==> src/rtl/dualIssuePkg.sv <==
package dualIssuePkg;

    localparam int NumRegs  = 32;   // Architectural integer registers
    localparam int RegAddrW = 5;    // Register address width

    // ALU opcodes, shared by both lanes
    typedef enum logic [3:0] {
        OpAdd = 4'd0,
        OpSub = 4'd1,
        OpAnd = 4'd2,
        OpOr  = 4'd3,
        OpXor = 4'd4,
        OpSll = 4'd5,
        OpSrl = 4'd6,
        OpSlt = 4'd7,   // Signed compare
        OpMul = 4'd8    // Lane B only, product formed in MEM
    } aluOpE;

    // Source of the write-back value in lane B
    typedef enum logic {
        WbAlu = 1'b0,   // ALU result, forwardable from MEM
        WbMul = 1'b1    // Multiplier product, WB and later only
    } wbSelE;

endpackage

==> src/rtl/intAlu.sv <==
`timescale 1ns/1ps

module intAlu #(
    parameter int XLEN = 32
) (
    input  dualIssuePkg::aluOpE op,
    input  logic [XLEN-1:0]     srcA,
    input  logic [XLEN-1:0]     srcB,
    output logic [XLEN-1:0]     result
);

    localparam int ShW = $clog2(XLEN);     // 5 bits at 32, 6 at 64

    logic [ShW-1:0] shamt;
    logic           lessThan;

    assign shamt    = srcB[ShW-1:0];
    assign lessThan = $signed(srcA) < $signed(srcB);

    always_comb begin
        case (op)
            dualIssuePkg::OpAdd: result = srcA + srcB;
            dualIssuePkg::OpSub: result = srcA - srcB;
            dualIssuePkg::OpAnd: result = srcA & srcB;
            dualIssuePkg::OpOr:  result = srcA | srcB;
            dualIssuePkg::OpXor: result = srcA ^ srcB;
            dualIssuePkg::OpSll: result = srcA << shamt;
            dualIssuePkg::OpSrl: result = srcA >> shamt;    // Logical shift
            dualIssuePkg::OpSlt: result = {{(XLEN-1){1'b0}}, lessThan};
            default:             result = '0;   // OpMul, product comes from MEM
        endcase
    end

endmodule

==> config.mk <==
export PLATFORM = sky130hd
export DESIGN_NAME = intAlu
export DESIGN_NICKNAME = d
export VERILOG_FILES = /design/src/rtl/dualIssuePkg.sv /design/src/rtl/intAlu.sv
export SDC_FILE = /design/constraint.sdc
export NUM_CORES = 1
export LEC_CHECK = 0
export BUFFER_PORTS_ARGS = -buffer_cell sky130_fd_sc_hd__buf_2
export CAP_MARGIN = 20
export CORE_AREA = 2 2 122 124
export DETAILED_ROUTE_END_ITERATION = 8
export DIE_AREA = 0 0 124 126
export PLACE_DENSITY = 0.8
export SLEW_MARGIN = 20
export SYNTH_ARGS = -nofsm -noshare
export SYNTH_HDL_FRONTEND = slang
export SYNTH_SLANG_ARGS = --single-unit
==> constraint.sdc <==
create_clock -name vclk -period 4.95
set_input_delay 0.7425 -clock vclk [all_inputs]
set_output_delay 0.7425 -clock vclk [all_outputs]
set_load 0.005 [all_outputs]
==> results.cfg <==
[critical_path]
crit_path_end_kind = primary output
setup.worst_path.start_class = input pin
slowest_stage = fa_1
cpPeakStageDelay_ns = 0.38
arrival_ns = 4.01
cp.depth = 16
crit_family = compound AO/OA/AOI/OAI gates
worstSetupPathType = in2out
required_ns = 4.21
cp_cell_sequence = buf_2 > inv_1 > ha_1 > inv_1 > fa_1 > nor2b_1 > o211ai_1 > a2111oi_1 > a211o_1 > nor3_1 > o21ai_0 > a21oi_1 > o2bb2ai_1 > xnor2_1 > o221ai_1 > buf_2
critPathBufInv = 4
cp_max_fo = 7

[die]
initial_core_util_pct = 55.7
coreArea_sq_mm = 0.0143
die_area_sq_mm = 0.0156
die_width_um = 124
die_h_um = 126
rows = 44
ios = 100

[grt]
antenna_found_initial = 1
grt_usage_pct = 45.3
globalRouteOverflowTotal = 0
grt_pass1_vias = 9166
grt_max_degree = 61
grt_pass1_wl_um = 54000

[drt]
postRouteAntennaNets = 0
drcViolationCount = 0
drt_iter0_markers = 1693
vias = 10131
first_pass_iters = 7
vias_per_cell = 7.02
finalWirelength_um = 36500
routedWlPerCell_um = 25.3

[finish]
nFlopsAndLatches = 0
nNetsFinal = 1436
final-seq-area_sq_um = 0
drive_above_1_share_pct = 14.9
final_cell_count_no_fill = 1443
fin_area_sq_mm = 0.00864
n_clock_buffer = 0
area_growth_pct = 8.27

[timing]
tightest_slew_ns = 1.13
setup_violations = 0
rsz0062_at_grt = no
timing.fmax_ghz = 0.210
drv_slew = 0
maxSlewHeadroom_pct = 24.1
fin_crit_ns = 4.76
setup_tns_ns = 0
fin_crit_sh_pct = 96.1
hold_ws_ns = 2.04
hold_viol = 0

[placement]
portBuffers = 100
placedCellCount = 1442
finalWeightedCongestion = 1.07
postPlaceCellArea_sq_mm = 0.00863
hpwl_um = 29000

[power]
power_density_mw_per_mm2 = 122
leakagePower_nw = 3.96
ir_worst_vdd_mv = 0.0608

[worst_hold_path]
min_path_cells = 4
min_path_type = in2out

[synth]
synthesis.nets = 1389
synth.distinct_cells = 73
synthCells = 1213
ys_seq_area_share_pct = 0
syn_area_sq_mm = 0.00798
synth_warnings = 0
synth.avg_cell_area_sq_um = 6.58

[run]
cap_viol_max_count = 0

[run_status]
status = completed

[cts]
cts_setup_buffers = 0
ctsHoldBuffers = 0
## cells in the mapped netlist, types with 16 or more instances
master	n	share of area (%)
o21ai_0	133	8.3
o211ai_1	33	3.1
mux2i_1	57	7.2
xnor2_1	23	2.5
buf_2	19	1.2
nor2_1	153	7.2
inv_1	92	4.3
nand2_1	92	4.3
nor3_1	17	1.1
clkbuf_1	59	2.8
mux4_2	25	7.1
a221oi_1	16	1.8
ha_1	106	17
a21oi_1	114	7.2
a22oi_1	28	2.6
a211oi_1	17	1.6
## path summary, 6_finish.rpt
| path | from | endpoint | slack [ns] |
|---|---|---|---|
| worst max-delay path | srcA[0] | result[16] | 0.19 |
| worst min-delay path | op[1] | result[0] | 2.04 |
## cell type report
cell class | instances | area, sq um
multi-input cells | 1023 | 7230
fillers | 1425 | 5680
repair buffers | 140 | 816
inverters | 95 | 359
well taps | 184 | 230
diodes | 1 | 2.50
## placed cells by master, fill, tap and decap left out, types with 3 or more instances in the layout
| master | instances |
|---|---|
| a211o_1 | 7 |
| a211oi_1 | 17 |
| a21boi_0 | 4 |
| a21o_1 | 15 |
| a21oi_1 | 114 |
| a221oi_1 | 16 |
| a22oi_1 | 28 |
| a31oi_1 | 12 |
| and3_1 | 5 |
| buf_2 | 99 |
| buf_4 | 40 |
| ha_1 | 106 |
| inv_1 | 92 |
| mux2i_1 | 57 |
| mux4_2 | 25 |
| nand2_1 | 92 |
| nand2b_1 | 8 |
| nand3_1 | 15 |
| nand3b_1 | 3 |
| nand4_1 | 6 |
| nor2_1 | 153 |
| nor2b_1 | 3 |
| nor3_1 | 16 |
| nor4_1 | 14 |
| o211ai_1 | 33 |
| o21a_1 | 4 |
| o21ai_0 | 133 |
| o21ai_1 | 7 |
| o21bai_1 | 15 |
| o221ai_1 | 7 |
| o22ai_1 | 12 |
| o311a_1 | 3 |
| o31ai_1 | 7 |
| or2_2 | 3 |
| or3_1 | 9 |
| xnor2_1 | 23 |
| xor2_1 | 4 |
## logic make-up after synthesis
group           after synthesis  share of synthesized area [%]
fa+ha+maj                   108                           17.1
xor+xnor                     27                           2.96
mux                          84                           14.5
simple gates                334                           18.2
compound gates              470                           37.8
buf+inv                     190                           9.46
## layer usage
| metal | GRT usage, % | part of all wire (%) |
|---|---|---|
| met1 | 65.1 | 41 |
| met4 | 14.2 | 4.2 |
| met3 | 15.8 | 16 |
| met5 | 0 | 0 |
| met2 | 62.7 | 40 |
## metrics by stage
stage	utilization [%]	setup WS (ns)	power (mW)
finish	60.3	0.193	1.06
global route	60.3	0.00659	1.12
CTS	60.3	0.226	1.00
detailed placement	60.3	0.226	0.996
global placement	60.3	0.306	0.995
floorplan	-	0.173	0.653
## power by group
group,switching (mW),internal [mW],total (mW)
clock,0,0.0000000270,0.0000000270
combinational,0.686,0.371,1.06
sequential,0,0,0
## timing repair
action | CTS | global route
endpoints found under the hold margin | 0 | 0
resized for setup | 0 | 1
endpoints found under the setup margin | 0 | 2
Note: power is estimated with default switching activity, not from simulation.
