--- src/rtl/dualIssuePkg.sv ---
package dualIssuePkg;

    localparam int NumRegs  = 32;   // Architectural integer registers
    localparam int RegAddrW = 5;    // Register address width

    // ALU opcodes, shared by both lanes
    typedef enum logic [3:0] {
        OpAdd = 4'd0,
        OpSub = 4'd1,
        OpAnd = 4'd2,
        OpOr  = 4'd3,
        OpXor = 4'd4,
        OpSll = 4'd5,
        OpSrl = 4'd6,
        OpSlt = 4'd7,   // Signed compare
        OpMul = 4'd8    // Lane B only, product formed in MEM
    } aluOpE;

    // Source of the write-back value in lane B
    typedef enum logic {
        WbAlu = 1'b0,   // ALU result, forwardable from MEM
        WbMul = 1'b1    // Multiplier product, WB and later only
    } wbSelE;

endpackage

--- src/rtl/regFile.sv ---
`timescale 1ns/1ps

module regFile #(
    parameter int XLEN = 32
) (
    input  logic                              clk,
    input  logic                              rstN,
    input  logic [dualIssuePkg::RegAddrW-1:0] raddrA1,
    input  logic [dualIssuePkg::RegAddrW-1:0] raddrA2,
    input  logic [dualIssuePkg::RegAddrW-1:0] raddrB1,
    input  logic [dualIssuePkg::RegAddrW-1:0] raddrB2,
    input  logic                              weA,
    input  logic                              weB,
    input  logic [dualIssuePkg::RegAddrW-1:0] waddrA,
    input  logic [dualIssuePkg::RegAddrW-1:0] waddrB,
    input  logic [XLEN-1:0]                   wdataA,
    input  logic [XLEN-1:0]                   wdataB,
    output logic [XLEN-1:0]                   rdataA1,
    output logic [XLEN-1:0]                   rdataA2,
    output logic [XLEN-1:0]                   rdataB1,
    output logic [XLEN-1:0]                   rdataB2
);

    logic [XLEN-1:0] regs [1:dualIssuePkg::NumRegs-1];  // No storage for x0

    always_ff @(posedge clk or negedge rstN) begin
        if (!rstN) begin
            for (int i = 1; i < dualIssuePkg::NumRegs; i++) begin
                regs[i] <= '0;
            end
        end else begin
            if (weA) begin
                regs[waddrA] <= wdataA;
            end
            if (weB) begin
                regs[waddrB] <= wdataB;     // Younger lane overrides A
            end
        end
    end

    // Asynchronous reads, x0 hard-wired
    assign rdataA1 = (raddrA1 == '0) ? '0 : regs[raddrA1];
    assign rdataA2 = (raddrA2 == '0) ? '0 : regs[raddrA2];
    assign rdataB1 = (raddrB1 == '0) ? '0 : regs[raddrB1];
    assign rdataB2 = (raddrB2 == '0) ? '0 : regs[raddrB2];

endmodule

--- config.mk ---
export PLATFORM = sky130hd
export DESIGN_NAME = regFile
export DESIGN_NICKNAME = d
export VERILOG_FILES = /design/src/rtl/dualIssuePkg.sv /design/src/rtl/regFile.sv
export SDC_FILE = /design/constraint.sdc
export NUM_CORES = 2
export LEC_CHECK = 0
export BUFFER_PORTS_ARGS = -buffer_cell sky130_fd_sc_hd__buf_2
export CORE_MARGIN = 2
export CORE_UTILIZATION = 38
export DETAILED_ROUTE_END_ITERATION = 12
export GPL_ROUTABILITY_DRIVEN = 0
export GPL_TIMING_DRIVEN = 0
export PLACE_DENSITY = 0.56
export SLEW_MARGIN = 20
export SYNTH_ARGS = -nofsm -noshare
export SYNTH_HDL_FRONTEND = slang
export SYNTH_SLANG_ARGS = --single-unit
--- constraint.sdc ---
create_clock -name clk -period 3.4 [get_ports clk]
set_input_delay 0.17 -clock clk [delete_from_list [all_inputs] [get_ports clk]]
set_output_delay 0.17 -clock clk [all_outputs]
set_load 0.05 [all_outputs]
==> flow_metrics.py <==
metrics = {
    "synth": {
        "synth_top_area_share_pct": 31.8,
        "ys_seq_elements": 992,
        "ys_seq_area_share_pct": 31.8,
        "yosys_warnings": 0,
        "ys.flop_type": "dfrtp_1",
        "async_flop_share_pct": 100,
        "synthTopCellsByArea": "dfrtp_1, mux4_2, mux2i_1",
        "yosysMostFrequentCell": "mux2i_1",
        "synth_fp_nets": 7338,
        "synth-edff-count": 0,
        "synth.top_cells.by_count": "mux2i_1, dfrtp_1, mux4_2",
        "synth_cells": 7240,
        "synth_cell_types": 40,
        "syn_area_um2": 77900,
        "syn_area_per_cell_um2": 10.8,
        "yosys.area.top_type": "dfrtp_1",
    },
    "cells_and_area": {
        "final_layout_size_suffix_gt1_share_pct": 23.8,
        "reg_top3": "regs (992)",
        "fill_cells": 19340,
        "regArea_um2": 24800,
        "multiInputGateArea_um2": 50100,
        "layout.cells.non_filler": 10456,
        "fin_nets": 7743,
        "syn2layout_area_growth_pct": 13.7,
        "utilization_pct": 43.4,
        "top_register": "regs",
        "largest_reg_flops": 992,
    },
    "floorplan": {
        "core_area_um2": 204000,
        "pin_count": 226,
        "design.die.area_um2": 209000,
        "initial_core_util_pct": 38.2,
        "die_width_um": 457,
        "die_h_um": 457,
        "row_count": 166,
    },
    "clock_network": {
        "cts_max_path_buffers": 3,
        "cts_root_buffer": "clkbuf_16",
        "cts_tree": "done",
        "numCtsBuffers": 112,
        "insertion_delay_ns": 0.78,
        "clock_sinks": 992,
        "clk_pin_slew_ns": 0.06,
        "htreeDepth": 3,
    },
    "placement": {
        "port_buffers": 203,
        "hpwl_um": 333000,
        "dp_slack_ns": -1.11,
        "dp_cells": 10154,
    },
    "sta": {
        "fmax_mhz": 271,
        "skew_ns": 0,
        "fin_ws_ns": -0.291,
        "worst_pin_slew_ns": 1.35,
        "period_minus_slack_ns": 3.69,
        "setup_viol": 102,
        "rsz0062_at_grt": "yes",
        "max-slew-margin-rel_pct": 9.81,
        "drv_slew": 0,
        "min_period_over_period_pct": 109,
        "finalHoldViolations": 0,
        "holdWs_ns": 0.190,
    },
    "global_route": {
        "grt.overflow.total": 0,
        "antenna_found_initial": 46,
        "grt_max_degree": 127,
        "grt_pass1_wl_um": 557000,
        "gr-usage-all-layers_pct": 38.4,
        "grt_pass1_vias": 69155,
    },
    "routing": {
        "drc_errors": 0,
        "drt_first_iter_violations": 13252,
        "postRouteAntennaNets": 0,
        "wl_per_cell_um": 39.6,
        "vias_per_cell": 6.90,
        "totalWireLength_um": 414000,
        "firstDrtPassIters": 11,
        "num_vias": 72176,
    },
    "outcome": {
        "violations": "negative setup slack",
        "outcome": "finished, violations left",
    },
    "power": {
        "switching_power_mw": 21.5,
        "vdd.ir_drop.worst_v": 0.000460,
        "clkPwrFrac_pct": 25.4,
        "p_sw_share_pct": 40.4,
        "comb_power_share_pct": 36.9,
        "p_leak_nw": 36.5,
        "seq_power_share_pct": 37.6,
        "p_total_mw": 53.2,
        "power-per-cell-area_nw_per_um2": 601,
        "p_int_mw": 31.7,
    },
    "setup_path": {
        "arrival_ns": 3.52,
        "worstSetupStartpointType": "input port",
        "worstSetupEndpointType": "primary output",
        "required_ns": 3.23,
        "critical_path.most_common_cell": "clkbuf_2",
        "path_cells": "clkbuf_1 > clkbuf_2 > buf_4 > inv_1 > clkbuf_2 > a211oi_1 > o31ai_2 > buf_2",
        "worst-setup-path-type": "in -> out",
        "worstPathMaxFanout": 10,
        "r2r_slack_ns": 2.46,
        "max_stage_delay_ns": 0.72,
        "slowest_stage": "a211oi_1",
    },
    "hold_path": {
        "hp-class": "in -> reg",
    },
    "flow_run": {
        "maxCapViolCount": 0,
    },
}
-- critical path, delay by kind of cell --
kind                   cells  cell delay [ns]
AO/OA/AOI/OAI              2             0.92
buffers and inverters      6             2.39
-- final timing paths --
path,startpoint,endpoint,cells past startpoint
worst max-delay path,raddrB2[2],rdataB2[10],8
worst min-delay path,waddrA[3],regs[609]$_DFF_PN0_,5
worst max register to register,regs[428]$_DFF_PN0_,regs[428]$_DFF_PN0_,2
worst min register to register,regs[911]$_DFF_PN0_,regs[911]$_DFF_PN0_,2
max in group asynchronous,rstN,regs[807]$_DFF_PN0_,7
min in group asynchronous,rstN,regs[120]$_DFF_PN0_,4
-- logic make-up (layout without fill, tap and decap cells) --
| logic type | count (synthesis) | in the layout | synth area share, % |
|---|---|---|---|
| buffers and inverters | 899 | 1397 | 4.87 |
| flip-flops | 992 | 992 | 31.8 |
| multiplexers | 2297 | 2297 | 42.5 |
| AND/OR/NAND/NOR | 1283 | 1283 | 6.85 |
| AO/OA/AOI/OAI | 1769 | 1769 | 13.9 |
| other | 0 | 30 | 0 |
-- metal layers --
metal | vias up | GRT usage [%] | routed length, um | part of all wire (%)
met3 | 1732 | 17.6 | 63500 | 15
met4 | 24 | 32.2 | 42300 | 10
met2 | 6403 | 54.4 | 170000 | 41
li1 | 28443 | - | - | -
met1 | 35574 | 43.9 | 138000 | 33
met5 | - | 0.0230 | 194 | 0.047
-- layout by cell type (no fill, tap or decap), types with 26 or more instances in the layout --
cell type,count
nand2_1,520
clkbuf_16,113
clkbuf_8,27
a211oi_1,75
clkbuf_2,86
o31ai_2,62
diode_2,30
dfrtp_1,992
dlygate4sd3_1,66
a21oi_1,512
a22o_1,288
mux4_2,798
or2_2,26
and2_1,99
a221oi_1,31
o31ai_1,29
o22ai_1,124
o21ai_0,499
buf_4,53
nor2_1,563
buf_2,331
mux2i_1,1363
buf_1,39
mux2_2,136
o21ai_1,57
clkbuf_1,547
-- area by class of cell --
| cell class | instances | area share, % |
|---|---|---|
| diodes | 30 | 0.0848 |
| plain buffers | 894 | 4.64 |
| clock buffers | 149 | 3.65 |
| clock inverters | 58 | 0.801 |
| inverters | 3 | 0.0127 |
| multi-input cells | 5349 | 56.6 |
| flip-flops and latches | 992 | 28.0 |
| well taps | 2688 | 3.80 |
| repair buffers | 293 | 2.41 |
-- repair_timing --
| action | CTS | global route |
|---|---|---|
| hold buffers | 67 | 0 |
| setup endpoints to repair | 128 | 114 |
| endpoints found under the hold margin | 331 | 0 |
| setup buffers | 0 | 0 |
| pin swaps | 0 | 2 |
| resized for setup | 242 | 153 |
-- metrics by stage --
| stage | TNS [ns] | area [um2] |
|---|---|---|
| 3_3_place_gp | - | 82300 |
| 5_1_grt | -0.119 | 88500 |
| 2_1_floorplan | 0 | 77900 |
| 6_report | -11.03 | 88600 |
| 3_5_place_dp | -77.75 | 82900 |
| 4_1_cts | -0.0289 | 88100 |
-- power groups by stage --
stage	Sequential, mW	Clock, mW	Combinational, mW
after global routing	20.2	13.9	20.2
final	20.0	13.5	19.7
after global placement	19.2	0	17.8
after floorplan	17.7	0	13.0
after CTS	19.5	13.5	18.6
after detailed placement	19.6	0	18.3
(Power assumes the default switching activity.)
