## config.mk

```make
export PLATFORM = sky130hd
export DESIGN_NAME = forwardUnit_flat
export DESIGN_NICKNAME = d
export VERILOG_FILES = /design/src/rtl/dualIssuePkg.sv /design/src/rtl/bypassIf.sv /design/src/rtl/forwardUnit.sv /design/src/flat_wrapper.sv
export SDC_FILE = /design/constraint.sdc
export NUM_CORES = 1
export LEC_CHECK = 0
export ABC_AREA = 1
export BUFFER_PORTS_ARGS = -buffer_cell sky130_fd_sc_hd__buf_2
export CAP_MARGIN = 30
export CORE_AREA = 2 2 168 170
export DETAILED_ROUTE_END_ITERATION = 12
export DIE_AREA = 0 0 170 172
export PLACE_DENSITY = 0.63
export SETUP_SLACK_MARGIN = 0.02
export SYNTH_ARGS = -nofsm -noshare
export SYNTH_HDL_FRONTEND = slang
export SYNTH_SLANG_ARGS = --single-unit
export TNS_END_PERCENT = 1
```

## constraint.sdc

```tcl
create_clock -name vclk -period 2.1
set_clock_uncertainty 0.05 [all_clocks]
set_input_delay 0.105 -clock vclk [all_inputs]
set_output_delay 0.105 -clock vclk [all_outputs]
set_load 0.005 [all_outputs]
```

## src/rtl/dualIssuePkg.sv

```systemverilog
package dualIssuePkg;

    localparam int NumRegs  = 32;   // Architectural integer registers
    localparam int RegAddrW = 5;    // Register address width

    // ALU opcodes, shared by both lanes
    typedef enum logic [3:0] {
        OpAdd = 4'd0,
        OpSub = 4'd1,
        OpAnd = 4'd2,
        OpOr  = 4'd3,
        OpXor = 4'd4,
        OpSll = 4'd5,
        OpSrl = 4'd6,
        OpSlt = 4'd7,   // Signed compare
        OpMul = 4'd8    // Lane B only, product formed in MEM
    } aluOpE;

    // Source of the write-back value in lane B
    typedef enum logic {
        WbAlu = 1'b0,   // ALU result, forwardable from MEM
        WbMul = 1'b1    // Multiplier product, WB and later only
    } wbSelE;

endpackage

```

## src/rtl/bypassIf.sv

```systemverilog
`timescale 1ns/1ps

interface bypassIf #(
    parameter int XLEN = 32
);

    logic                               memWeA;     // MEM stage, lane A
    logic                               memWeB;
    logic [dualIssuePkg::RegAddrW-1:0]  memAddrA;
    logic [dualIssuePkg::RegAddrW-1:0]  memAddrB;
    logic [XLEN-1:0]                    memAluA;
    logic [XLEN-1:0]                    memAluB;
    dualIssuePkg::wbSelE                memSelB;    // Gates MEM-B forwarding

    logic                               wbWeA;      // WB stage, final data
    logic                               wbWeB;
    logic [dualIssuePkg::RegAddrW-1:0]  wbAddrA;
    logic [dualIssuePkg::RegAddrW-1:0]  wbAddrB;
    logic [XLEN-1:0]                    wbDataA;
    logic [XLEN-1:0]                    wbDataB;

    modport source (
        output memWeA, memWeB, memAddrA, memAddrB, memAluA, memAluB, memSelB,
        output wbWeA, wbWeB, wbAddrA, wbAddrB, wbDataA, wbDataB
    );

    modport sink (
        input memWeA, memWeB, memAddrA, memAddrB, memAluA, memAluB, memSelB,
        input wbWeA, wbWeB, wbAddrA, wbAddrB, wbDataA, wbDataB
    );

endinterface

```

## src/rtl/forwardUnit.sv

```systemverilog
`timescale 1ns/1ps

module forwardUnit #(
    parameter int XLEN = 32
) (
    bypassIf.sink                             byp,
    input  logic [dualIssuePkg::RegAddrW-1:0] raddrA1,
    input  logic [dualIssuePkg::RegAddrW-1:0] raddrA2,
    input  logic [dualIssuePkg::RegAddrW-1:0] raddrB1,
    input  logic [dualIssuePkg::RegAddrW-1:0] raddrB2,
    input  logic [XLEN-1:0]                   rdataA1,  // Register file values
    input  logic [XLEN-1:0]                   rdataA2,
    input  logic [XLEN-1:0]                   rdataB1,
    input  logic [XLEN-1:0]                   rdataB2,
    output logic [XLEN-1:0]                   opA1,     // Forwarded operands
    output logic [XLEN-1:0]                   opA2,
    output logic [XLEN-1:0]                   opB1,
    output logic [XLEN-1:0]                   opB2
);

    // Enables are already cleared for x0 destinations, so no zero check here.
    // Newest producer first: MEM-B, MEM-A, WB-B, WB-A, then the register file.
    function automatic logic [XLEN-1:0] pickOperand(
        input logic [dualIssuePkg::RegAddrW-1:0] raddr,
        input logic [XLEN-1:0]                   rfVal
    );
        logic memHitB;
        logic memHitA;
        logic wbHitB;
        logic wbHitA;
        memHitB = byp.memWeB && (byp.memAddrB == raddr)
                  && (byp.memSelB == dualIssuePkg::WbAlu);   // Products skip MEM
        memHitA = byp.memWeA && (byp.memAddrA == raddr);
        wbHitB  = byp.wbWeB && (byp.wbAddrB == raddr);
        wbHitA  = byp.wbWeA && (byp.wbAddrA == raddr);
        if (memHitB) begin
            pickOperand = byp.memAluB;
        end else if (memHitA) begin
            pickOperand = byp.memAluA;
        end else if (wbHitB) begin
            pickOperand = byp.wbDataB;
        end else if (wbHitA) begin
            pickOperand = byp.wbDataA;
        end else begin
            pickOperand = rfVal;
        end
    endfunction

    // Four independent selectors
    always_comb begin
        opA1 = pickOperand(raddrA1, rdataA1);
        opA2 = pickOperand(raddrA2, rdataA2);
        opB1 = pickOperand(raddrB1, rdataB1);
        opB2 = pickOperand(raddrB2, rdataB2);
    end

endmodule

```

## src/flat_wrapper.sv

```systemverilog
// flat-port wrapper written by rule: the top's interface ports become plain ports
module forwardUnit_flat 
#(
    parameter int XLEN = 32
)
  (raddrA1, raddrA2, raddrB1, raddrB2, rdataA1, rdataA2, rdataB1, rdataB2, opA1, opA2, opB1, opB2, byp_memWeA, byp_memWeB, byp_memAddrA, byp_memAddrB, byp_memAluA, byp_memAluB, byp_memSelB, byp_wbWeA, byp_wbWeB, byp_wbAddrA, byp_wbAddrB, byp_wbDataA, byp_wbDataB);
  bypassIf #(.XLEN(XLEN)) byp_i ();
  input  logic [dualIssuePkg::RegAddrW-1:0] raddrA1;
  input  logic [dualIssuePkg::RegAddrW-1:0] raddrA2;
  input  logic [dualIssuePkg::RegAddrW-1:0] raddrB1;
  input  logic [dualIssuePkg::RegAddrW-1:0] raddrB2;
  input  logic [XLEN-1:0] rdataA1;
  input  logic [XLEN-1:0] rdataA2;
  input  logic [XLEN-1:0] rdataB1;
  input  logic [XLEN-1:0] rdataB2;
  output logic [XLEN-1:0] opA1;
  output logic [XLEN-1:0] opA2;
  output logic [XLEN-1:0] opB1;
  output logic [XLEN-1:0] opB2;
  input wire logic [$bits(byp_i.memWeA)-1:0] byp_memWeA;
  input wire logic [$bits(byp_i.memWeB)-1:0] byp_memWeB;
  input wire logic [$bits(byp_i.memAddrA)-1:0] byp_memAddrA;
  input wire logic [$bits(byp_i.memAddrB)-1:0] byp_memAddrB;
  input wire logic [$bits(byp_i.memAluA)-1:0] byp_memAluA;
  input wire logic [$bits(byp_i.memAluB)-1:0] byp_memAluB;
  input wire logic [$bits(byp_i.memSelB)-1:0] byp_memSelB;
  input wire logic [$bits(byp_i.wbWeA)-1:0] byp_wbWeA;
  input wire logic [$bits(byp_i.wbWeB)-1:0] byp_wbWeB;
  input wire logic [$bits(byp_i.wbAddrA)-1:0] byp_wbAddrA;
  input wire logic [$bits(byp_i.wbAddrB)-1:0] byp_wbAddrB;
  input wire logic [$bits(byp_i.wbDataA)-1:0] byp_wbDataA;
  input wire logic [$bits(byp_i.wbDataB)-1:0] byp_wbDataB;
  assign byp_i.memWeA = byp_memWeA;
  assign byp_i.memWeB = byp_memWeB;
  assign byp_i.memAddrA = byp_memAddrA;
  assign byp_i.memAddrB = byp_memAddrB;
  assign byp_i.memAluA = byp_memAluA;
  assign byp_i.memAluB = byp_memAluB;
  assign byp_i.memSelB = byp_memSelB;
  assign byp_i.wbWeA = byp_wbWeA;
  assign byp_i.wbWeB = byp_wbWeB;
  assign byp_i.wbAddrA = byp_wbAddrA;
  assign byp_i.wbAddrB = byp_wbAddrB;
  assign byp_i.wbDataA = byp_wbDataA;
  assign byp_i.wbDataB = byp_wbDataB;
  forwardUnit #(.XLEN(XLEN)) u_core (.byp(byp_i), .raddrA1(raddrA1), .raddrA2(raddrA2), .raddrB1(raddrB1), .raddrB2(raddrB2), .rdataA1(rdataA1), .rdataA2(rdataA2), .rdataB1(rdataB1), .rdataB2(rdataB2), .opA1(opA1), .opA2(opA2), .opB1(opB1), .opB2(opB2));
endmodule
```

==> metrics.cfg <==
[global_route]
grt_max_degree = 65
grt_pass1_vias = 14013
track_usage = 0.3706
antenna_found_initial = 0
grt_pass1_wl_um = 82930
overflow = 0

[timing]
tns_ps = 0
finalHoldViolations = 0
min_period_ps = 1936
period_share = 0.9221
slew_viol_final = 0
max_freq_ghz = 0.5164
rsz0062_at_grt = false
relSlewSlack = 0.6772
setup_violations = 0
tightest_slew_ps = 484.3

[critical_path]
crit_path_end_kind = output pin
worstPathRequired_ps = 1950
cp.buffers_inverters = 4
max_stage_delay_ps = 350
startpoint_type = primary input
crit_chain = buf_2 -> inv_1 -> nor2_1 -> nor3_2 -> nor3b_4 -> buf_12 -> nor2_1 -> nand2_1 -> nand2_1 -> buf_2
arrival_ps = 1780
path_class = in2out
path_max_fanout = 32
slowest_stage = nor3b_4
crit_family = simple AND/OR/NAND/NOR gates

[synthesis]
ys_seq_area_frac = 0
netlist_top_cells_count = nand2_1 (801), nor2_1 (481), nand3_1 (266), inv_1 (241), buf_2 (67)
ys_warn_count = 0
yosysTopAreaCellShare = 0.3413
yosys.cell_count.top_type = nand2_1
synth_compound_area_frac = 0.03920
yosysUniqueCellTypes = 27
yosysTopAreaCell = nand2_1
synth_area_leaders = nand2_1 (34%), nor2_1 (20%), nand3_1 (15%)
synth_top_family_by_area = simple AND/OR/NAND/NOR gates
synthAdderAreaFrac = 0
syn_nets = 2361
yosys.area_share.simple = 0.7423
synth-xor-area-share = 0.009943
synth_area_um2 = 8808
syn_inst = 2060
synthMuxAreaShare = 0
synth.avg_cell_area_um2 = 4.276

[layout]
nNetsFinal = 2733
n_clock_buffer = 0
seq_cells = 0
area_growth_pct = 29.29
seq_area_um2 = 0
drive_above_1_share = 0.2280
antenna_cells = 0
final_area_um2 = 11390

[die]
fp.dieW_um = 170
die_area_um2 = 29240
io_pins = 429
fp.dieH_um = 172
coreArea_um2 = 27480
fp-row-count = 61
initial_utilization = 0.3206

[power]
switchingPower_mw = 1.511
combPwrFrac = 1.000
clockPowerShare = 0
leakagePower_nw = 7.415
seqPwrFrac = 0
power.density_nw_per_um2 = 204.9
netSwitchingFraction = 0.6477
internal_power_uw = 822.1
peakVddDrop_mv = 0.07974

[outcome]
outcome = finished clean

[placement]
portBuffers = 429
gp_congestion = 1.051
dp_hpwl_um = 43200
placed_area_um2 = 11390

[worst_hold_path]
hp-class = in2out

[routing]
wl_um = 56200
routedWlPerCell_um = 20.24
post-route-drc-count = 0
vias = 14778
ant_nets = 0
dr.pass1.iters = 5
initialDrtViolationCount = 1728
vias_per_cell = 5.323

[clock_network]
cts_hold_buf = 0
ctsResizeCount = 0
post_cts_buffers = 0

[flow_run]
cap_viol_max_count = 0

[per-stage QoR]
| step | utilization | setup WS [ps] | cells | total power [mW] | hold WS (ps) |
|---|---|---|---|---|---|
| after global routing | 0.4145 | 69.62 | 2776 | 2.539 | 507.5 |
| after floorplan | - | 817.9 | 2060 | 1.106 | 256.4 |
| after global placement | 0.4145 | 199.2 | 2776 | 2.280 | 468.1 |
| after detailed placement | 0.4145 | 227.2 | 2776 | 2.266 | 478.2 |
| after CTS | 0.4145 | 213.6 | 2776 | 2.276 | 479.9 |
| final | 0.4145 | 163.6 | 2776 | 2.333 | 477.9 |
[cells by family (layout without fill, tap and decap cells)]
logic type | count (synthesis) | in the layout
AND/OR/NAND/NOR | 1595 | 1595
buffers and inverters | 389 | 759
AO/OA/AOI/OAI | 66 | 66
XOR/XNOR | 10 | 10
[per-layer routing]
| layer | GRT usage | wire length [um] | vias up |
|---|---|---|---|
| li1 | - | - | 6923 |
| met1 | 0.4665 | 22060 | 6513 |
| met2 | 0.6119 | 24840 | 1104 |
| met3 | 0.05104 | 5829 | 238 |
| met4 | 0.2048 | 3462 | 0 |
| met5 | 0 | 0 | - |
[power by group through the flow]
stage / logic, mW / clock network, mW / registers, mW
after floorplan: 1.11 / 0 / 0
after global placement: 2.28 / 0 / 0
after detailed placement: 2.27 / 0 / 0
after CTS: 2.28 / 0 / 0
after global routing: 2.54 / 0 / 0
final: 2.33 / 0 / 0
[worst paths after layout]
kind | start | endpoint | cells after the start
max | raddrA1[1] | opA1[4] | 10
min | byp_memAluB[3] | opA2[3] | 4
[layout make-up]
| type | count | area [um^2] |
|---|---|---|
| fillers | 3290 | 16090 |
| inverters | 273 | 1025 |
| repair buffers | 486 | 2888 |
| multi-input cells | 1671 | 7043 |
| well taps | 346 | 432.9 |
[cell usage in the layout, fill, tap and decap left out, types with 7 or more instances in the layout]
cell | Yosys | final
o21ai_1 | 8 | 8
a21oi_1 | 45 | 45
nor2_1 | 481 | 481
inv_2 | 31 | 31
xnor2_1 | 8 | 8
nand2_1 | 801 | 801
buf_12 | 0 | 25
nand3_1 | 266 | 262
nor2_2 | 17 | 8
buf_2 | 67 | 429
buf_4 | 20 | 32
nor2_4 | 6 | 15
nand4_1 | 7 | 7
inv_1 | 241 | 241
Power figures use the tool's default switching activity.
