File: config.mk
export PLATFORM = sky130hd
export DESIGN_NAME = backendPipe_flat
export DESIGN_NICKNAME = d
export VERILOG_FILES = /design/src/rtl/dualIssuePkg.sv /design/src/rtl/bypassIf.sv /design/src/rtl/backendPipe.sv /design/src/flat_wrapper.sv
export SDC_FILE = /design/constraint.sdc
export NUM_CORES = 1
export LEC_CHECK = 0
export ABC_AREA = 1
export BUFFER_PORTS_ARGS = -buffer_cell sky130_fd_sc_hd__buf_2
export CORE_UTILIZATION = 59
export DETAILED_ROUTE_END_ITERATION = 7
export PLACE_DENSITY = 0.84
export SLEW_MARGIN = 25
export SYNTH_ARGS = -nofsm -noshare
export SYNTH_HDL_FRONTEND = slang
export SYNTH_SLANG_ARGS = --single-unit
File: constraint.sdc
create_clock -name clk -period 19.39 [get_ports clk]
set_input_delay 2.9085 -clock clk [delete_from_list [all_inputs] [get_ports clk]]
set_output_delay 2.9085 -clock clk [all_outputs]
set_load 0.05 [all_outputs]
File: src/rtl/dualIssuePkg.sv
package dualIssuePkg;

    localparam int NumRegs  = 32;   // Architectural integer registers
    localparam int RegAddrW = 5;    // Register address width

    // ALU opcodes, shared by both lanes
    typedef enum logic [3:0] {
        OpAdd = 4'd0,
        OpSub = 4'd1,
        OpAnd = 4'd2,
        OpOr  = 4'd3,
        OpXor = 4'd4,
        OpSll = 4'd5,
        OpSrl = 4'd6,
        OpSlt = 4'd7,   // Signed compare
        OpMul = 4'd8    // Lane B only, product formed in MEM
    } aluOpE;

    // Source of the write-back value in lane B
    typedef enum logic {
        WbAlu = 1'b0,   // ALU result, forwardable from MEM
        WbMul = 1'b1    // Multiplier product, WB and later only
    } wbSelE;

endpackage

File: src/rtl/bypassIf.sv
`timescale 1ns/1ps

interface bypassIf #(
    parameter int XLEN = 32
);

    logic                               memWeA;     // MEM stage, lane A
    logic                               memWeB;
    logic [dualIssuePkg::RegAddrW-1:0]  memAddrA;
    logic [dualIssuePkg::RegAddrW-1:0]  memAddrB;
    logic [XLEN-1:0]                    memAluA;
    logic [XLEN-1:0]                    memAluB;
    dualIssuePkg::wbSelE                memSelB;    // Gates MEM-B forwarding

    logic                               wbWeA;      // WB stage, final data
    logic                               wbWeB;
    logic [dualIssuePkg::RegAddrW-1:0]  wbAddrA;
    logic [dualIssuePkg::RegAddrW-1:0]  wbAddrB;
    logic [XLEN-1:0]                    wbDataA;
    logic [XLEN-1:0]                    wbDataB;

    modport source (
        output memWeA, memWeB, memAddrA, memAddrB, memAluA, memAluB, memSelB,
        output wbWeA, wbWeB, wbAddrA, wbAddrB, wbDataA, wbDataB
    );

    modport sink (
        input memWeA, memWeB, memAddrA, memAddrB, memAluA, memAluB, memSelB,
        input wbWeA, wbWeB, wbAddrA, wbAddrB, wbDataA, wbDataB
    );

endinterface

File: src/rtl/backendPipe.sv
`timescale 1ns/1ps

module backendPipe #(
    parameter int XLEN = 32
) (
    input  logic                              clk,
    input  logic                              rstN,
    input  logic                              validA,   // Issue, lane A (older)
    input  dualIssuePkg::aluOpE               opA,
    input  logic [dualIssuePkg::RegAddrW-1:0] rdA,
    input  logic [dualIssuePkg::RegAddrW-1:0] rs1A,
    input  logic [dualIssuePkg::RegAddrW-1:0] rs2A,
    input  logic                              validB,   // Issue, lane B
    input  dualIssuePkg::aluOpE               opB,
    input  logic [dualIssuePkg::RegAddrW-1:0] rdB,
    input  logic [dualIssuePkg::RegAddrW-1:0] rs1B,
    input  logic [dualIssuePkg::RegAddrW-1:0] rs2B,
    input  logic [XLEN-1:0]                   aluResA,
    input  logic [XLEN-1:0]                   aluResB,
    input  logic [XLEN-1:0]                   mulSrc1,  // Forwarded lane B operands
    input  logic [XLEN-1:0]                   mulSrc2,
    output dualIssuePkg::aluOpE               exOpA,
    output dualIssuePkg::aluOpE               exOpB,
    output logic [dualIssuePkg::RegAddrW-1:0] exRsA1,
    output logic [dualIssuePkg::RegAddrW-1:0] exRsA2,
    output logic [dualIssuePkg::RegAddrW-1:0] exRsB1,
    output logic [dualIssuePkg::RegAddrW-1:0] exRsB2,
    output logic                              wbEnA,
    output logic [dualIssuePkg::RegAddrW-1:0] wbAddrA,
    output logic [XLEN-1:0]                   wbDataA,
    output logic                              wbEnB,
    output logic [dualIssuePkg::RegAddrW-1:0] wbAddrB,
    output logic [XLEN-1:0]                   wbDataB,
    bypassIf.source                           byp
);

    logic                              exWeA, exWeB;
    logic [dualIssuePkg::RegAddrW-1:0] exRdA, exRdB;
    logic                              memWeA, memWeB;
    logic [dualIssuePkg::RegAddrW-1:0] memRdA, memRdB;
    logic [XLEN-1:0]                   memAluA, memAluB;
    logic [XLEN-1:0]                   mulOp1, mulOp2;     // Latched at end of EX
    logic [XLEN-1:0]                   mulProd;
    dualIssuePkg::wbSelE               memSelB;

    // Enables and valids
    always_ff @(posedge clk or negedge rstN) begin
        if (!rstN) begin
            exWeA  <= 1'b0;
            exWeB  <= 1'b0;
            memWeA <= 1'b0;
            memWeB <= 1'b0;
            wbEnA  <= 1'b0;
            wbEnB  <= 1'b0;
        end else begin
            exWeA  <= validA && (rdA != '0);    // x0 writes dropped here
            exWeB  <= validB && (rdB != '0);
            memWeA <= exWeA;
            memWeB <= exWeB;
            wbEnA  <= memWeA;
            wbEnB  <= memWeB;
        end
    end

    // Payload, EX -> MEM -> WB
    always_ff @(posedge clk) begin
        exOpA   <= opA;
        exOpB   <= opB;
        exRdA   <= rdA;
        exRdB   <= rdB;
        exRsA1  <= rs1A;
        exRsA2  <= rs2A;
        exRsB1  <= rs1B;
        exRsB2  <= rs2B;
        memRdA  <= exRdA;
        memRdB  <= exRdB;
        memAluA <= aluResA;
        memAluB <= aluResB;
        mulOp1  <= mulSrc1;
        mulOp2  <= mulSrc2;
        memSelB <= (exOpB == dualIssuePkg::OpMul) ? dualIssuePkg::WbMul : dualIssuePkg::WbAlu;
        wbAddrA <= memRdA;
        wbAddrB <= memRdB;
        wbDataA <= memAluA;
        wbDataB <= (memSelB == dualIssuePkg::WbMul) ? mulProd : memAluB;
    end

    assign mulProd = mulOp1 * mulOp2;   // Low XLEN bits

    assign byp.memWeA   = memWeA;
    assign byp.memWeB   = memWeB;
    assign byp.memAddrA = memRdA;
    assign byp.memAddrB = memRdB;
    assign byp.memAluA  = memAluA;
    assign byp.memAluB  = memAluB;
    assign byp.memSelB  = memSelB;
    assign byp.wbWeA    = wbEnA;
    assign byp.wbWeB    = wbEnB;
    assign byp.wbAddrA  = wbAddrA;
    assign byp.wbAddrB  = wbAddrB;
    assign byp.wbDataA  = wbDataA;
    assign byp.wbDataB  = wbDataB;

endmodule

File: src/flat_wrapper.sv
// flat-port wrapper written by rule: the top's interface ports become plain ports
module backendPipe_flat 
#(
    parameter int XLEN = 32
)
  (clk, rstN, validA, opA, rdA, rs1A, rs2A, validB, opB, rdB, rs1B, rs2B, aluResA, aluResB, mulSrc1, mulSrc2, exOpA, exOpB, exRsA1, exRsA2, exRsB1, exRsB2, wbEnA, wbAddrA, wbDataA, wbEnB, wbAddrB, wbDataB, byp_memWeA, byp_memWeB, byp_memAddrA, byp_memAddrB, byp_memAluA, byp_memAluB, byp_memSelB, byp_wbWeA, byp_wbWeB, byp_wbAddrA, byp_wbAddrB, byp_wbDataA, byp_wbDataB);
  bypassIf #(.XLEN(XLEN)) byp_i ();
  input  logic clk;
  input  logic rstN;
  input  logic validA;
  input  dualIssuePkg::aluOpE opA;
  input  logic [dualIssuePkg::RegAddrW-1:0] rdA;
  input  logic [dualIssuePkg::RegAddrW-1:0] rs1A;
  input  logic [dualIssuePkg::RegAddrW-1:0] rs2A;
  input  logic validB;
  input  dualIssuePkg::aluOpE opB;
  input  logic [dualIssuePkg::RegAddrW-1:0] rdB;
  input  logic [dualIssuePkg::RegAddrW-1:0] rs1B;
  input  logic [dualIssuePkg::RegAddrW-1:0] rs2B;
  input  logic [XLEN-1:0] aluResA;
  input  logic [XLEN-1:0] aluResB;
  input  logic [XLEN-1:0] mulSrc1;
  input  logic [XLEN-1:0] mulSrc2;
  output dualIssuePkg::aluOpE exOpA;
  output dualIssuePkg::aluOpE exOpB;
  output logic [dualIssuePkg::RegAddrW-1:0] exRsA1;
  output logic [dualIssuePkg::RegAddrW-1:0] exRsA2;
  output logic [dualIssuePkg::RegAddrW-1:0] exRsB1;
  output logic [dualIssuePkg::RegAddrW-1:0] exRsB2;
  output logic wbEnA;
  output logic [dualIssuePkg::RegAddrW-1:0] wbAddrA;
  output logic [XLEN-1:0] wbDataA;
  output logic wbEnB;
  output logic [dualIssuePkg::RegAddrW-1:0] wbAddrB;
  output logic [XLEN-1:0] wbDataB;
  output wire logic [$bits(byp_i.memWeA)-1:0] byp_memWeA;
  output wire logic [$bits(byp_i.memWeB)-1:0] byp_memWeB;
  output wire logic [$bits(byp_i.memAddrA)-1:0] byp_memAddrA;
  output wire logic [$bits(byp_i.memAddrB)-1:0] byp_memAddrB;
  output wire logic [$bits(byp_i.memAluA)-1:0] byp_memAluA;
  output wire logic [$bits(byp_i.memAluB)-1:0] byp_memAluB;
  output wire logic [$bits(byp_i.memSelB)-1:0] byp_memSelB;
  output wire logic [$bits(byp_i.wbWeA)-1:0] byp_wbWeA;
  output wire logic [$bits(byp_i.wbWeB)-1:0] byp_wbWeB;
  output wire logic [$bits(byp_i.wbAddrA)-1:0] byp_wbAddrA;
  output wire logic [$bits(byp_i.wbAddrB)-1:0] byp_wbAddrB;
  output wire logic [$bits(byp_i.wbDataA)-1:0] byp_wbDataA;
  output wire logic [$bits(byp_i.wbDataB)-1:0] byp_wbDataB;
  assign byp_memWeA = byp_i.memWeA;
  assign byp_memWeB = byp_i.memWeB;
  assign byp_memAddrA = byp_i.memAddrA;
  assign byp_memAddrB = byp_i.memAddrB;
  assign byp_memAluA = byp_i.memAluA;
  assign byp_memAluB = byp_i.memAluB;
  assign byp_memSelB = byp_i.memSelB;
  assign byp_wbWeA = byp_i.wbWeA;
  assign byp_wbWeB = byp_i.wbWeB;
  assign byp_wbAddrA = byp_i.wbAddrA;
  assign byp_wbAddrB = byp_i.wbAddrB;
  assign byp_wbDataA = byp_i.wbDataA;
  assign byp_wbDataB = byp_i.wbDataB;
  backendPipe #(.XLEN(XLEN)) u_core (.clk(clk), .rstN(rstN), .validA(validA), .opA(opA), .rdA(rdA), .rs1A(rs1A), .rs2A(rs2A), .validB(validB), .opB(opB), .rdB(rdB), .rs1B(rs1B), .rs2B(rs2B), .aluResA(aluResA), .aluResB(aluResB), .mulSrc1(mulSrc1), .mulSrc2(mulSrc2), .exOpA(exOpA), .exOpB(exOpB), .exRsA1(exRsA1), .exRsA2(exRsA2), .exRsB1(exRsB1), .exRsB2(exRsB2), .wbEnA(wbEnA), .wbAddrA(wbAddrA), .wbDataA(wbDataA), .wbEnB(wbEnB), .wbAddrB(wbAddrB), .wbDataB(wbDataB), .byp(byp_i));
endmodule
==> implementation parameters, run 1 <==
Parameter                              Value

Outcome
  Run status ... finished clean

Timing
  Hold violation total from the final report ... 0
  Minimum clock period ... ~7.3 ns
  Final worst-path cycle share ... roughly 38%
  Clk_skew ... 0.0152 ns
  Max-slew headroom at the worst pin ... 25.0%
  Worst hold margin ... between 0.3 and 0.4 ns
  Max-slew violations ... 0
  Number of setup violations in the final report ... 0
  Actual transition at the worst max-transition pin ... between 1 and 1.5 ns
  Total negative slack for setup checks ... 0 ns
  Unrepaired setup endpoints after global routing ... no
  Highest attainable clock frequency ... ~140 MHz

Floorplan
  DIE HEIGHT ... 199 um
  Die Span X ... between 150 and 200 um
  Placement Rows ... 71
  # IOs ... 427
  Starting density of the core ... about three fifths
  Area enclosed by the die boundary ... 39500 um2
  Std-Cell Core Area ... around 38000 um2

Global route
  Largest net degree at the start of global routing ... 44
  Initial antenna violation count ... 2
  Via count of the first global-routing pass ... 19400
  GRT overflow ... 0
  Global-route wire length before repair ... 102 mm
  Overall routing resource usage ... between 30 and 40%

Cells and area
  Non-Filler Cell Area, Final ... approximately 26000 um2
  Number of nets at the end of the flow ... approximately 3700
  Share of cells above drive strength 1 ... roughly 17%
  Area grow syn2layout ... 12.3%

Clock tree
  Post-CTS Repair Setup Buffers ... 0
  Clock tree from TritonCTS ... yes
  # H-tree levels ... 1
  Latest clock arrival within the worst-skew pair ... 0.57 ns
  Count of clock tree sinks ... 257
  Clock slew at the register clock pins of the worst setup and hold paths ... approximately 0.060 ns
  Number of buffers on the longest clock path ... 3
  Number of clock buffers inserted by TritonCTS ... 27
  Post-cts repair resize count ... 0
  Count of hold buffers inserted by post-cts repair ... 0
  Clock root buffer ... sky130_fd_sc_hd__clkbuf_16

Routing
  Number of design-rule violations left by the first detailed-router iteration ... roughly 1500
  Via/cell ratio ... 5.11
  Final antenna-violating net count ... 0
  Routed length per placed instance ... 18.5 um
  Length of the first detailed-routing pass in iterations ... 5
  Final wirelength ... roughly 65 mm
  Number of remaining DRC errors ... 0
  Number of vias in the routed layout ... between 15000 and 20000

Worst setup path
  Worst path buffer plus inverter count ... 5
  CP startpoint ... u_core.mulOp1[13]$_DFF_P_
  Startpoint type of the worst setup path ... flip-flop
  WP data required ... 19.84 ns
  Worst-path maximum fanout ... 19
  Crit Reg-Reg Endpoint ... u_core.byp.wbDataB[31]$_DFF_P_
  Worst reg-to-reg path cell count ... 23
  Worst reg2reg path startpoint ... u_core.mulOp1[13]$_DFF_P_
  Critical Path End Type ... flip-flop
  Internal reg-to-reg setup slack ... 12.09 ns
  Worst endpoint data arrival time ... about 7.8 ns
  Crit path cell chain ... nand2_1 -> inv_1 -> fa_1 -> fa_1 -> fa_1 -> inv_1 -> fa_1 -> inv_1 -> fa_1 -> inv_1 -> fa_1 -> inv_1 -> fa_1 -> fa_1 -> ha_1 -> a21oi_1 -> nand2_1 -> o21ai_0 -> nand3_1 -> a21oi_1 -> nand3_1 -> nand3_1 -> nand2_1
  Type of the worst setup path ... flip-flop to flip-flop
  Worst path slowest cell ... sky130_fd_sc_hd__dfxtp_1
  Most prevalent standard cell on the critical path ... sky130_fd_sc_hd__fa_1
  Cell family with the largest share of critical-path delay ... adder cells
  Largest incremental delay on the critical path ... approximately 1 ns

Place
  Final weighted congestion in routability-driven placement ... between 0.9 and 1
  PortBufs ... 426
  Area after DPL ... 24700 um2
  Post-detail-place hpwl ... 52.6 mm

Synthesis
  Leading register cell type out of synthesis ... sky130_fd_sc_hd__dfxtp_1
  Synthesized Nets ... ~3400
  Warnings, synthesis ... 0
  Top cell type's share of synthesized area ... 35.7%
  Share of the yosys chip area belonging to registers ... a little under a quarter
  Biggest area consumer among synthesized cells ... sky130_fd_sc_hd__fa_1
  Most area-consuming cells after synthesis ... sky130_fd_sc_hd__fa_1 36%, sky130_fd_sc_hd__dfxtp_1 22%, sky130_fd_sc_hd__inv_1 12%, sky130_fd_sc_hd__nand2_1 12%, sky130_fd_sc_hd__ha_1 6.7%
  Register bit count reported by yosys ... about 260
  Async SR Flop Fraction ... approximately 2.3%
  Count of flip-flops with a built-in enable after synthesis ... 0
  Netlist area before placement ... 22900 um2
  Post-synthesis area per instance ... about 8.5 um2
  Number of distinct library cell variants in the gate-level netlist after synthesis ... 42
  Number of standard cells after synthesis ... about 2700

Run
  Total of max-cap violations ... 0

Min path
  Worst min-delay path endpoint ... u_core.byp.memAddrA[0]$_DFF_P_
  HP Class ... flip-flop to flip-flop
  Start point of the worst min-delay path ... u_core.exRdA[0]$_DFF_P_
  Hold Crit Depth ... 0
[sequential cells by signal, indices dropped and copies added, names as in the netlist, 4 cells and up]
name                 cells
u_core.byp.memAddrA      5
u_core.byp.memAddrB      5
u_core.byp.memAluA      32
u_core.byp.memAluB      32
u_core.byp.wbAddrA       5
u_core.byp.wbAddrB       5
u_core.byp.wbDataA      32
u_core.byp.wbDataB      32
u_core.exOpA             4
u_core.exOpB             4
u_core.exRdA             5
u_core.exRdB             5
u_core.exRsA1            5
u_core.exRsA2            5
u_core.exRsB1            5
u_core.exRsB2            5
u_core.mulOp1           32
u_core.mulOp2           32
[cell usage after synthesis, types with 2 or more instances]
master / n
sky130_fd_sc_hd__nor3_1: 5
sky130_fd_sc_hd__xnor2_1: 14
sky130_fd_sc_hd__ha_1: 123
sky130_fd_sc_hd__clkbuf_1: 76
sky130_fd_sc_hd__or2_2: 4
sky130_fd_sc_hd__o21ai_2: 3
sky130_fd_sc_hd__a21oi_2: 3
sky130_fd_sc_hd__o21a_1: 2
sky130_fd_sc_hd__nand2_1: 734
sky130_fd_sc_hd__dfrtp_1: 6
sky130_fd_sc_hd__buf_4: 80
sky130_fd_sc_hd__o21ai_0: 32
sky130_fd_sc_hd__a21boi_2: 3
sky130_fd_sc_hd__nor4_1: 3
sky130_fd_sc_hd__a21o_1: 2
sky130_fd_sc_hd__nand3_1: 51
sky130_fd_sc_hd__buf_2: 17
sky130_fd_sc_hd__or2_1: 2
sky130_fd_sc_hd__nand4_1: 4
sky130_fd_sc_hd__nand3b_1: 10
sky130_fd_sc_hd__dfxtp_1: 251
sky130_fd_sc_hd__o21bai_1: 4
sky130_fd_sc_hd__a31oi_1: 4
sky130_fd_sc_hd__nor2_1: 25
sky130_fd_sc_hd__fa_1: 408
sky130_fd_sc_hd__xor2_1: 15
sky130_fd_sc_hd__buf_1: 12
sky130_fd_sc_hd__inv_1: 754
sky130_fd_sc_hd__a21oi_1: 27
sky130_fd_sc_hd__clkbuf_2: 3
sky130_fd_sc_hd__or4_1: 2
[routing by layer]
| layer | vias to the layer above | global-route usage (%) | wire length [um] |
|---|---|---|---|
| met3 | 209 | 8.12 | 6440 |
| met4 | 0 | 16.1 | 3160 |
| met1 | 8740 | 41.6 | 23600 |
| met2 | 910 | 57.4 | 31800 |
| li1 | 8046 | - | - |
| met5 | - | 0 | 0 |
[worst max path at each step]
stage | to | depth (start not counted) | slack (ns)
finish | u_core.byp.wbDataB[31]$_DFF_P_ | 23 | 12.09
global route | u_core.byp.wbDataB[31]$_DFF_P_ | 23 | 11.68
CTS | u_core.byp.wbDataB[31]$_DFF_P_ | 23 | 12.05
detailed placement | u_core.byp.wbDataB[31]$_DFF_P_ | 23 | 12.08
global placement | u_core.byp.wbDataB[26]$_DFF_P_ | 24 | 12.24
floorplan | u_core.byp.wbDataB[29]$_DFF_P_ | 22 | 12.96
[per-stage QoR]
step / setup slack [ns] / util (%) / cells
floorplan: 12.96 / - / 2690
CTS: 12.05 / 67.6 / 3503
finish: 12.09 / 67.6 / 3506
global placement: 12.24 / 65.1 / 3454
global route: 11.68 / 67.6 / 3504
detailed placement: 12.08 / 65.1 / 3454
[layout make-up]
cell class / count / area, um2
timing repair buffer: 442 / 2250
inverter: 755 / 2830
antenna: 3 / 7.51
sequential: 257 / 5190
clock inverter: 13 / 174
fill: 3036 / 12300
multi-input combinational: 1489 / 13800
clock buffer: 36 / 759
tap: 511 / 639
[cells by family after synthesis]
| group | after synthesis | share of synthesized area (%) |
|---|---|---|
| AND/OR/NAND/NOR | 841 | 14.5 |
| XOR/XNOR | 29 | 1.11 |
| flip-flops | 257 | 22.6 |
| adder cells (fa/ha/maj) | 531 | 42.5 |
| AO/OA/AOI/OAI | 88 | 2.35 |
| buffers and inverters | 944 | 16.9 |
[cell usage in the layout (no fill, tap or decap), types with 5 or more instances in the layout]
cell type,count
sky130_fd_sc_hd__clkbuf_8,5
sky130_fd_sc_hd__nand3b_1,10
sky130_fd_sc_hd__buf_2,426
sky130_fd_sc_hd__nand3_1,51
sky130_fd_sc_hd__dfxtp_2,10
sky130_fd_sc_hd__fa_1,408
sky130_fd_sc_hd__nand2_1,734
sky130_fd_sc_hd__buf_4,16
sky130_fd_sc_hd__dfrtp_1,6
sky130_fd_sc_hd__ha_1,123
sky130_fd_sc_hd__nor3_1,5
sky130_fd_sc_hd__inv_1,754
sky130_fd_sc_hd__xor2_1,15
sky130_fd_sc_hd__clkbuf_16,27
sky130_fd_sc_hd__dfxtp_1,241
sky130_fd_sc_hd__o21ai_0,32
sky130_fd_sc_hd__nor2_1,25
sky130_fd_sc_hd__xnor2_1,14
sky130_fd_sc_hd__a21oi_1,27
Power of run 1 is left out: the tool's default activity adds up to more than one toggle a clock period on the data nets, which glitch-free logic cannot reach.
==> inputs of run 2 (changes only) <==
- CORE_UTILIZATION: 59 -> 52
- PLACE_DENSITY: 0.84 -> 0.78
- clock period: 19.39 -> 6.3 ns (I/O delays scaled with it)
==> run 2 against run 1 <==
  * The flow now finishes with violations (negative setup slack)
  * Final cell count grew 7.6%
  * Fmax grew 14%
  * Clock skew grew 0.0017 ns
  * Die area grew 13%
  * Global-route usage shrank 3.5 points
  * Worst setup slack lost 12 ns
  * Sequential share of layout area shrank 1.8 points
  * Register-to-register slack lost 12 ns
  * Routed wire length grew 5.5%
  * Hold slack lost 0.13 ns
==> implementation parameters, run 2 (synthesis gave the netlist of run 1 again) <==
Parameter                              Value

Worst setup path
  Internal reg-to-reg setup slack ... -0.08 ns (was 12.09 ns)
  Critical Path End Type ... flip-flop (unchanged)
  Startpoint type of the worst setup path ... flip-flop (unchanged)
  Cell family with the largest share of critical-path delay ... adder cells (unchanged)
  Largest incremental delay on the critical path ... 0.58 ns (was 1.02 ns)
  Type of the worst setup path ... flip-flop to flip-flop (unchanged)
  Worst path slowest cell ... sky130_fd_sc_hd__fa_2 (was sky130_fd_sc_hd__dfxtp_1)
  WP data required ... 6.79 ns (was 19.84 ns)
  Worst-path maximum fanout ... 14 (was 19)
  Worst path buffer plus inverter count ... 8 (was 5)
  Worst endpoint data arrival time ... 6.88 ns (was 7.75 ns)
  Most prevalent standard cell on the critical path ... sky130_fd_sc_hd__fa_1 (unchanged)

Place
  PortBufs ... 426 (unchanged)
  Final weighted congestion in routability-driven placement ... 0.961 (was 0.942)
  Post-detail-place hpwl ... 56.8 mm (was 52.6 mm)

Routing
  Number of vias in the routed layout ... 18300 (was 17900)
  Length of the first detailed-routing pass in iterations ... 5 (unchanged)
  Number of remaining DRC errors ... 0 (unchanged)
  Final wirelength ... 68.5 mm (was 64.9 mm)
  Number of design-rule violations left by the first detailed-router iteration ... 1299 (was 1453)
  Final antenna-violating net count ... 0 (unchanged)
  Via/cell ratio ... 4.86 (was 5.11)
  Routed length per placed instance ... 18.2 um (was 18.5 um)

Cells and area
  Antenna diode count ... 0 (was 3)
  Number of nets at the end of the flow ... 3866 (was 3673)
  Footprint of the multi-input gates ... 14500 um2 (was 13800 um2)
  Area grow syn2layout ... 24.1% (was 12.3%)
  Seq. cell area ... 5230 um2 (was 5190 um2)
  Top library cells by usage in the layout, fill and taps aside ... 747 x sky130_fd_sc_hd__inv_1, 718 x sky130_fd_sc_hd__nand2_1, 426 x sky130_fd_sc_hd__buf_2 (was 754 x sky130_fd_sc_hd__inv_1, 734 x sky130_fd_sc_hd__nand2_1, 426 x sky130_fd_sc_hd__buf_2)
  Filler instances ... 3378 (was 3036)
  Most frequent standard cell in the layout excluding fill and tap cells ... sky130_fd_sc_hd__inv_1 (unchanged)
  Share of cells above drive strength 1 ... 25.9% (was 17.1%)

Clock tree
  Count of clock tree sinks ... 257 (unchanged)
  Clock root buffer ... sky130_fd_sc_hd__clkbuf_16 (unchanged)
  Latest clock arrival within the worst-skew pair ... 0.57 ns (about the same)
  Number of buffers on the longest clock path ... 3 (unchanged)
  Number of clock buffers inserted by TritonCTS ... 28 (was 27)
  Clock tree from TritonCTS ... yes (unchanged)
  Count of hold buffers inserted by post-cts repair ... 0 (unchanged)
  Clock slew at the register clock pins of the worst setup and hold paths ... 0.07 ns (was 0.06 ns)
  # H-tree levels ... 1 (unchanged)

Global route
  Largest net degree at the start of global routing ... 45 (was 44)
  Via count of the first global-routing pass ... 19300 (was 19400)
  GRT overflow ... 0 (unchanged)
  Overall routing resource usage ... 30.7% (was 34.2%)
  Initial antenna violation count ... 0 (was 2)
  Global-route wire length before repair ... 104 mm (was 102 mm)

Floorplan
  Die Span X ... 212 um (was 199 um)
  Starting density of the core ... 52.9% (was 60.2%)
  DIE HEIGHT ... 212 um (was 199 um)
  Placement Rows ... 76 (was 71)
  Area enclosed by the die boundary ... 44800 um2 (was 39500 um2)
  # IOs ... 427 (unchanged)
  Std-Cell Core Area ... 43200 um2 (was 37900 um2)

Min path
  HP Class ... input port to async pin (was flip-flop to flip-flop)

Timing
  Worst hold margin ... 0.188 ns (was 0.322 ns)
  Clk_skew ... 0.0169 ns (was 0.0152 ns)
  Fin worst setup slack ... -0.0842 ns (was 12.09 ns)
  Hold violation total from the final report ... 0 (unchanged)
  Final worst-path cycle share ... 101% (was 37.6%)
  Max-slew headroom at the worst pin ... 56.0% (was 25.0%)
  Minimum clock period ... 6.38 ns (was 7.30 ns)
  Highest attainable clock frequency ... 157 MHz (was 137 MHz)
  Max-slew violations ... 0 (unchanged)
  Unrepaired setup endpoints after global routing ... yes (was no)
  Actual transition at the worst max-transition pin ... 0.659 ns (was 1.12 ns)
  Number of setup violations in the final report ... 2 (was 0)

Outcome
  Run status ... finished, violations left (was finished clean)
  Violations in the final reports ... negative setup slack

Run
  Total of max-cap violations ... 0 (unchanged)
-- run 2: area by class of cell --
class / instances / area share [%]
clock buffer: 37 / 2.73
multi-input combinational: 1489 / 51.0
tap: 585 / 2.58
clock inverter: 14 / 0.750
sequential: 257 / 18.4
inverter: 755 / 9.99
timing repair buffer: 634 / 14.5
-- run 2: metrics by stage --
step	setup TNS (ns)	setup WS [ns]	cells	util [%]	area (um2)
6_report	-0.156	-0.0842	3771	65.7	28400
5_1_grt	-1.89	-0.267	3771	65.7	28400
4_1_cts	-0.189	-0.0649	3765	64.7	27900
3_5_place_dp	-4.62	-0.758	3704	61.3	26500
3_3_place_gp	-2.34	-0.656	3704	61.3	26500
2_1_floorplan	0	0.0339	2690	-	22900
-- run 2: final timing paths --
| check | endpoint | startpoint | depth (start not counted) |
|---|---|---|---|
| max | u_core.byp.wbDataB[29]$_DFF_P_ | u_core.mulOp1[10]$_DFF_P_ | 26 |
| min | u_core.exWeB$_DFF_PN0_ | rstN | 1 |
| max reg2reg | u_core.byp.wbDataB[29]$_DFF_P_ | u_core.mulOp1[10]$_DFF_P_ | 26 |
| min reg2reg | u_core.byp.memAddrA[0]$_DFF_P_ | u_core.exRdA[0]$_DFF_P_ | 0 |
| max in group asynchronous | u_core.byp.wbWeA$_DFF_PN0_ | rstN | 1 |
| min in group clk | u_core.byp.memAddrA[0]$_DFF_P_ | u_core.exRdA[0]$_DFF_P_ | 0 |
-- run 2: layer usage --
metal | GRT usage [%] | wire (um) | vias to the layer above
met5 | 0 | 0 | -
met3 | 4.84 | 5750 | 129
met1 | 39.6 | 26700 | 8932
met2 | 51.3 | 32800 | 836
met4 | 13.3 | 3180 | 0
li1 | - | - | 8442
-- run 2: timing repair --
| action | CTS | global route |
|---|---|---|
| endpoints found under the setup margin | 15 | 16 |
| gates resized for setup | 93 | 81 |
| pin swaps | 56 | 41 |
| setup buffers | 10 | 5 |
| gates cloned | 0 | 1 |
Power of run 2 is left out for the same reason.
